File: config.mk
export PLATFORM = sky130hd
export DESIGN_NAME = firDecimator
export DESIGN_NICKNAME = d
export VERILOG_FILES = /design/src/verilog/firPkg.sv /design/src/verilog/bitWindow.sv /design/src/verilog/lutStage.sv /design/src/verilog/adderTree.sv /design/src/verilog/firDecimator.sv
export SDC_FILE = /design/constraint.sdc
export NUM_CORES = 1
export LEC_CHECK = 0
export ABC_AREA = 1
export BUFFER_PORTS_ARGS = -buffer_cell sky130_fd_sc_hd__buf_2
export CAP_MARGIN = 20
export CORE_MARGIN = 4
export CORE_UTILIZATION = 60
export CTS_CLUSTER_DIAMETER = 30
export DETAILED_ROUTE_END_ITERATION = 7
export HOLD_SLACK_MARGIN = 0.08
export PLACE_DENSITY = 0.77
export RECOVER_POWER = 100
export REMOVE_ABC_BUFFERS = 1
export SKIP_CTS_REPAIR_TIMING = 1
export SLEW_MARGIN = 15
export SYNTH_ARGS = -nofsm -noshare
export SYNTH_HDL_FRONTEND = slang
export SYNTH_SLANG_ARGS = --single-unit
export TNS_END_PERCENT = 50
File: constraint.sdc
create_clock -name clkDS -period 2.2 [get_ports clkDS]
set_input_delay 0.44 -clock clkDS [delete_from_list [all_inputs] [get_ports clkDS]]
set_output_delay 0.44 -clock clkDS [all_outputs]
set_load 0.02 [all_outputs]
File: src/verilog/firPkg.sv
package firPkg;

    localparam int osrFactor = 4;
    localparam int lookahead = 12;
    localparam int lookback = 12;
    localparam int tapCount = lookahead + lookback;
    localparam int lutSize = 6;
    localparam int lutCount = tapCount / lutSize;
    localparam int coefWidth = 16;
    localparam int partWidth = 19;
    localparam int sumWidth = 21;

    // coefAhead[lookahead-1] weighs the newest bit of a capture.
    localparam logic signed [coefWidth-1:0] coefAhead [lookahead] = '{
        16'sd9850, 16'sd9720, 16'sd9110, 16'sd7830,
        16'sd6020, 16'sd4010, 16'sd2140, 16'sd690,
        -16'sd156, -16'sd402, -16'sd310, -16'sd120
    };

    // coefBack[0] weighs the bit of age lookahead, the oldest comes last.
    localparam logic signed [coefWidth-1:0] coefBack [lookback] = '{
        16'sd9790, 16'sd9540, 16'sd8870, 16'sd7510,
        16'sd5660, 16'sd3700, 16'sd1930, 16'sd580,
        -16'sd190, -16'sd395, -16'sd290, -16'sd105
    };

    // entry m of table g sums the coefficients of window bits g*lutSize+j set in m.
    function automatic logic [lutCount-1:0][2**lutSize-1:0][partWidth-1:0] buildLut();
        logic [lutCount-1:0][2**lutSize-1:0][partWidth-1:0] tables;
        logic signed [partWidth-1:0] acc;
        int k;
        for (int g = 0; g < lutCount; g++) begin
            for (int m = 0; m < 2**lutSize; m++) begin
                acc = '0;
                for (int j = 0; j < lutSize; j++) begin
                    k = g * lutSize + j;
                    if (m[j]) begin
                        if (k < lookahead) begin
                            acc = acc + coefAhead[k];
                        end else begin
                            acc = acc + coefBack[k - lookahead];
                        end
                    end
                end
                tables[g][m] = acc;
            end
        end
        return tables;
    endfunction

    // one table per window group, fixed at elaboration.
    localparam logic [lutCount-1:0][2**lutSize-1:0][partWidth-1:0] lutTables = buildLut();

endpackage

File: src/verilog/bitWindow.sv
`timescale 1ns/1ps

module bitWindow
    import firPkg::*;
(
    input  logic                clkDS,
    input  logic                rst,
    input  logic                bitIn,
    output logic [tapCount-1:0] window,
    output logic                windowValid
);

    // older bits, history[0] is the bit taken on the previous edge.
    logic [tapCount-2:0] history;

    // taps[a] is the bit of age a when the current edge captures.
    logic [tapCount-1:0] taps;
    logic [tapCount-1:0] ordered;

    logic [$clog2(osrFactor)-1:0] phase;
    logic capture;

    assign taps = {history, bitIn};
    assign capture = (phase == osrFactor - 1);

    // lookahead half is reversed so bit k meets coefAhead[k].
    always_comb begin
        ordered = taps;
        for (int k = 0; k < lookahead; k++) begin
            ordered[k] = taps[lookahead-1-k];
        end
    end

    always_ff @(posedge clkDS) begin
        if (!rst) begin
            history <= '0;
            phase <= '0;
            windowValid <= 1'b0;
        end else begin
            history <= taps[tapCount-2:0];
            windowValid <= capture;
            if (capture) begin
                phase <= '0;
            end else begin
                phase <= phase + 1'b1;
            end
        end
    end

    // window is only read while windowValid is high.
    always_ff @(posedge clkDS) begin
        if (capture) begin
            window <= ordered;
        end
    end

    // captures are osrFactor bits apart, never back to back.
    assert property (@(posedge clkDS) disable iff (!rst)
        windowValid |=> !windowValid)
        else $error("windowValid high on consecutive cycles");

endmodule

File: src/verilog/lutStage.sv
`timescale 1ns/1ps

module lutStage
    import firPkg::*;
(
    input  logic                               clkDS,
    input  logic                               rst,
    input  logic [tapCount-1:0]                window,
    input  logic                               windowValid,
    output logic [lutCount-1:0][partWidth-1:0] partSums,
    output logic                               partValid
);

    logic [lutCount-1:0][lutSize-1:0] addr;
    logic [lutCount-1:0][partWidth-1:0] lookup;

    // each group of lutSize window bits addresses its own table.
    always_comb begin
        for (int g = 0; g < lutCount; g++) begin
            addr[g] = window[g*lutSize +: lutSize];
            lookup[g] = lutTables[g][addr[g]];
        end
    end

    always_ff @(posedge clkDS) begin
        if (windowValid) begin
            partSums <= lookup;
        end
    end

    always_ff @(posedge clkDS) begin
        if (!rst) begin
            partValid <= 1'b0;
        end else begin
            partValid <= windowValid;
        end
    end

    // partial sums trail the window by exactly one cycle.
    assert property (@(posedge clkDS) disable iff (!rst)
        windowValid |=> partValid)
        else $error("partValid missing after windowValid");

    assert property (@(posedge clkDS) disable iff (!rst)
        partValid |-> $past(windowValid))
        else $error("partValid without windowValid one cycle earlier");

endmodule

File: src/verilog/adderTree.sv
`timescale 1ns/1ps

module adderTree
    import firPkg::*;
(
    input  logic                               clkDS,
    input  logic                               rst,
    input  logic [lutCount-1:0][partWidth-1:0] partSums,
    input  logic                               partValid,
    output logic signed [sumWidth-1:0]         sampleOut,
    output logic                               sampleValid
);

    logic signed [partWidth-1:0] partA;
    logic signed [partWidth-1:0] partB;
    logic signed [partWidth-1:0] partC;
    logic signed [partWidth-1:0] partD;

    // first level, one pair per half of the window.
    logic signed [partWidth:0] pairLo;
    logic signed [partWidth:0] pairHi;

    // second level.
    logic signed [sumWidth-1:0] total;

    // validPipe[i] marks the data held in level i+1.
    logic [2:0] validPipe;

    assign partA = $signed(partSums[0]);
    assign partB = $signed(partSums[1]);
    assign partC = $signed(partSums[2]);
    assign partD = $signed(partSums[3]);

    always_ff @(posedge clkDS) begin
        if (partValid) begin
            pairLo <= partA + partB;
            pairHi <= partC + partD;
        end
    end

    always_ff @(posedge clkDS) begin
        if (validPipe[0]) begin
            total <= pairLo + pairHi;
        end
    end

    // output register holds the last sample between pulses.
    always_ff @(posedge clkDS) begin
        if (!rst) begin
            sampleOut <= '0;
        end else if (validPipe[1]) begin
            sampleOut <= total;
        end
    end

    always_ff @(posedge clkDS) begin
        if (!rst) begin
            validPipe <= '0;
        end else begin
            validPipe <= {validPipe[1:0], partValid};
        end
    end

    assign sampleValid = validPipe[2];

    // every sample leaves the tree three cycles after its partial sums.
    assert property (@(posedge clkDS) disable iff (!rst)
        sampleValid |-> $past(partValid, 3))
        else $error("sampleValid without partValid three cycles earlier");

endmodule

File: src/verilog/firDecimator.sv
`timescale 1ns/1ps

module firDecimator
    import firPkg::*;
(
    input  logic                       clkDS,
    input  logic                       rst,
    input  logic                       bitIn,
    output logic signed [sumWidth-1:0] sampleOut,
    output logic                       sampleValid
);

    logic [tapCount-1:0] window;
    logic windowValid;

    logic [lutCount-1:0][partWidth-1:0] partSums;
    logic partValid;

    // bit window capture, once every osrFactor bits.
    bitWindow bitWindow_i (
        .clkDS       (clkDS),
        .rst         (rst),
        .bitIn       (bitIn),
        .window      (window),
        .windowValid (windowValid)
    );

    // table lookups, holding the partial sums for the tree.
    lutStage lutStage_i (
        .clkDS       (clkDS),
        .rst         (rst),
        .window      (window),
        .windowValid (windowValid),
        .partSums    (partSums),
        .partValid   (partValid)
    );

    adderTree adderTree_i (
        .clkDS       (clkDS),
        .rst         (rst),
        .partSums    (partSums),
        .partValid   (partValid),
        .sampleOut   (sampleOut),
        .sampleValid (sampleValid)
    );

endmodule

# Yosys cells after proc, flatten, opt, wreduce, memory -nomap -nowiden
# Memories as Yosys holds them, arrays and structs flattened. A register that Yosys moved wholly into a read port is not among the register bits.
# Cells that the tools add are included.
totals:
  register_bits: 136
  rom_bits: 4864
  inputBits: 3
  output_inout_bits: 22
  wordCells: 21
  memories: 4
memory_table:
  columns: ["memory", "depth", "width", "read_ports", "rd_clocked_by_memory_dff", "wr", "line", "text"]
  rows:
  - ["(no name shown)", 64, 19, 1, 1, 0, "lutStage.sv:21", "lookup[g] = lutTables[g][addr[g]];"]
  - ["(no name shown)", 64, 19, 1, 1, 0, "lutStage.sv:21", null]
  - ["(no name shown)", 64, 19, 1, 1, 0, "lutStage.sv:21", null]
  - ["(no name shown)", 64, 19, 1, 1, 0, "lutStage.sv:21", null]
op_classes:
  addsub: 4
  n_eq_ne: 1
  bitwise_logic: 1
  n_reduce_logical: 1
ops:
  columns: ["cell", "count"]
  rows:
  - ["19-bit by 19-bit adder with 20-bit output", 2]
  - ["20-bit by 20-bit adder with 21-bit output", 1]
  - ["2-bit by 1-bit adder with 2-bit output (second input constant)", 1]
  - ["2-bit == test (second input constant)", 1]
  - ["2-bit OR reduction", 1]
  - ["1-bit inverter", 1]

# Logic depth before layout (Yosys ltp)
depth:
  depth_word: 2
  depth_mapped: 11
  ltp_nobuf: 11

# Modules after synthesis
# Synthesis repeated with hierarchy kept, for this count alone.
unflattened:
  hier_cells: 1954
  area_unflattened_um2: 13894.6
by_module_without_submodules:
  columns: ["mod", "instances", "cells_each", "area_each_um2"]
  rows:
  - ["adderTree", 1, 866, 6217.2]
  - ["lutStage", 1, 980, 6178.4]
  - ["bitWindow", 1, 108, 1498.9]

# Worst setup path before layout
# OpenSTA, ideal clock, no wires.
synth_path:
  path_type: "flip-flop to flip-flop"
  start: "register bitWindow_i.windowValid"
  end: "register lutStage_i.partSums[10] in the netlist's numbering (enable)"
  arrival_time_ps: 1488
  t_required_ps: 1783
  path_slack_ps: 295
  path_stages_with_launch: 1
  n_path_buf: 0
  period_less_slack_ps: 1905
  path_cell_list: "dfxtp_1"
synth_lines:
  columns: ["item", "line", "text"]
  rows:
  - ["start: declaration", "bitWindow.sv:10", "output logic windowValid"]
  - ["start signal: assignment", "bitWindow.sv:41", "windowValid <= capture;"]
  - ["end: declaration", "lutStage.sv:10", "output logic [lutCount-1:0][partWidth-1:0] partSums,"]
# No word-level cell between the ends.

==> results.toml <==
[status]
violations = "max-capacitance violations, max-slew violations"
run_status = "finished with violations"

[pwr]
switching_share_pct = 26.9
p_leak_uw = 0.00643
power.density_mw_per_mm2 = 585
p_comb_share_pct = 11.8
intPower_uw = 5760
clockPowerShare_pct = 37.7
p_sw_uw = 2120
vdd.ir_drop.worst_mv = 0.482
seq_power_share_pct = 50.4

[yosys]
syn_area_mm2 = 0.0125
synth_seq_area_share_pct = 41.5
syn_inst = 1652
synth_seq_cells = 190
synth-edff-count = 139
synthArstFlopShare_pct = 0
yosysWarnings = 0
post_synth.cell_area_avg_um2 = 7.57
ys.flop_type = "edfxtp_1"
synth_cell_type_count = 46

[timing]
setup_viol = 0
fin_tns_setup_ps = 0
hold_viol_final = 0
fmax_mhz = 496
rsz0062_at_grt = "no"
finalCritPeriodShare_pct = 91.6
clock_skew_ps = 10.3
layout_min_cycle_time_ps = 2010
tightest_slew_ps = 1700
max_slew_margin_pct = -13.4
drv_slew = 40

[floorplanning]
chipHeight_um = 152
start_util_pct = 61.4
die_area_mm2 = 0.0232
core-area_mm2 = 0.0204
boundaryPins = 25
rows = 52
die_w_um = 152

[global_route]
antenna_found_initial = 0
grt_max_degree = 57
grt_pass1_vias = 10200
grt_usage_pct = 23.8
grt_first_pass_wirelength_mm = 46.8
overflow = 0

[clocking]
root_buffer = "clkbuf_16"
clk_pin_slew_worst_paths_ps = 70
clock_latency_ps = 440
cts-htree-levels = 4
cts_tree = "built"
cts_made_buffers = 17
clock-sinks = 190
clockBufferDepth = 2

[place]
gp_congestion = 0.964
place_area_mm2 = 0.0130
post-dp-hpwl_mm = 20.4
port-buffer-count = 24

[routing]
avgRoutedWirePerCell_um = 14.1
drt-vias-per-instance = 5.60
drt_iter0_markers = 930
totalWireLength_mm = 27.7
vias = 11000
met2_length_mm = 13.4
top_layer = "met4"
drc_errors = 0
met1_length_mm = 11.8
drtAntennaViolNets = 0
first_pass_iters = 5
route.met3.wl_mm = 1.90

[worst_setup_path]
crit_required_ps = 2390
critPathLaunchType = "flip-flop"
crit_fanout = 15
critPathKind = "reg2reg"
endpoint_kind = "flip-flop"
cp.arrival_ps = 2200

[cells_and_area]
diodes = 0
finish.utilization_pct = 66.2
fill_cells = 1694
fin_area_mm2 = 0.0135
drive_gt1_share_pct = 4.49
nets = 1775
syn_to_final_growth_pct = 7.78

[hold_path]
hold_class = "in2reg"

[flow_run]
cap_viol_max_count = 1
[layout make-up]
class	instances	area (um^2)	share of cell area, %
Clock buffer	19	443	3.29
Clock inverter	13	128	0.947
Inverter	193	724	5.37
Multi-Input combinational cell	1214	6310	46.8
Sequential cell	190	5200	38.5
Tap cell	270	338	2.51
Timing Repair Buffer	62	347	2.57
[cell usage after synthesis, types with 7 or more instances]
| library cell | instances | area (um^2) |
|---|---|---|
| clkbuf_1 | 20 | 75.1 |
| nor3_1 | 12 | 60.1 |
| o211ai_1 | 21 | 158 |
| o2111ai_1 | 7 | 61.3 |
| ha_1 | 91 | 1140 |
| nand3_1 | 125 | 626 |
| o22ai_1 | 10 | 62.6 |
| inv_1 | 186 | 698 |
| nand2_1 | 507 | 1900 |
| a21oi_1 | 98 | 490 |
| o21ai_0 | 124 | 621 |
| buf_2 | 25 | 125 |
| nor2_1 | 137 | 514 |
| xor2_1 | 25 | 219 |
| dfxtp_1 | 51 | 1020 |
| edfxtp_1 | 139 | 4170 |
[cell families (layout without fill, tap and decap cells)]
group / after synthesis / count (layout) / synth area share [%]
AND/OR/NAND/NOR: 800 / 800 / 25.8
adder cells (fa/ha/maj): 94 / 94 / 9.58
AO/OA/AOI/OAI: 292 / 292 / 13.1
XOR/XNOR: 28 / 28 / 1.96
buffers and inverters: 248 / 287 / 8.05
flip-flops: 190 / 190 / 41.5
[power groups by stage]
| stage | Sequential [uW] | Clock, uW | Combinational, uW |
|---|---|---|---|
| floorplan | 4090 | 0 | 622 |
| global placement | 4050 | 0 | 907 |
| detailed placement | 4050 | 0 | 922 |
| CTS | 3970 | 3020 | 928 |
| global route | 3980 | 3180 | 1060 |
| finish | 3970 | 2970 | 933 |
[worst paths after layout]
kind | start | end | slack [ps] | depth (start not counted)
max | bitWindow_i.window[8] | lutStage_i.partSums[24] | 190 | 8
min | bitIn | bitWindow_i.window[11] | 200 | 1
max reg2reg | bitWindow_i.window[8] | lutStage_i.partSums[24] | 190 | 8
min reg2reg | bitWindow_i.history[22] | bitWindow_i.window[23] | 410 | 0
[placed cells by master, fill, tap and decap left out, drive strengths merged, types with 10 or more instances in the layout]
cell type,instances
nand2,508
inv,198
edfxtp,139
nor2,139
o21ai,127
nand3,125
a21oi,98
ha,91
dfxtp,51
clkbuf,51
buf,30
xor2,25
o211ai,21
nor3,12
o22ai,10
[critical path, cell delays in order, from the launching register on]
cell and delay, ps:
edfxtp_1 510, inv_1 400, ha_1 370, nand2_1 80, inv_1 50, a21oi_1 120
o21ai_0 110, nand2_1 70, nand2_1 60
[metrics by stage]
stage	setup slack, ps	power (uW)	std cells	hold WS (ps)
3_5_place_dp	225	4970	1929	393
2_1_floorplan	295	4710	1597	386
4_1_cts	221	7920	1961	180
3_3_place_gp	251	4960	1929	391
6_report	185	7880	1961	199
5_1_grt	24.0	8220	1961	191
[layer usage]
| metal | global-route usage (%) | up-vias |
|---|---|---|
| li1 | - | 5541 |
| met1 | 30.4 | 4969 |
| met2 | 41.6 | 420 |
| met3 | 3.44 | 55 |
| met4 | 8.05 | 0 |
| met5 | 0 | - |
[registers in the layout, indices dropped and copies added (netlist names)]
| signal | count |
|---|---|
| adderTree_i.validPipe | 3 |
| lutStage_i.partSums | 55 |
| adderTree_i.total | 21 |
| bitWindow_i.phase | 2 |
| bitWindow_i.window | 24 |
| bitWindow_i.history | 23 |
| adderTree_i.pairHi | 20 |
| lutStage_i.partValid | 1 |
| adderTree_i.pairLo | 19 |
| bitWindow_i.windowValid | 1 |
| adderTree_i.sampleOut | 21 |
Note: power is estimated with default switching activity, not from simulation.
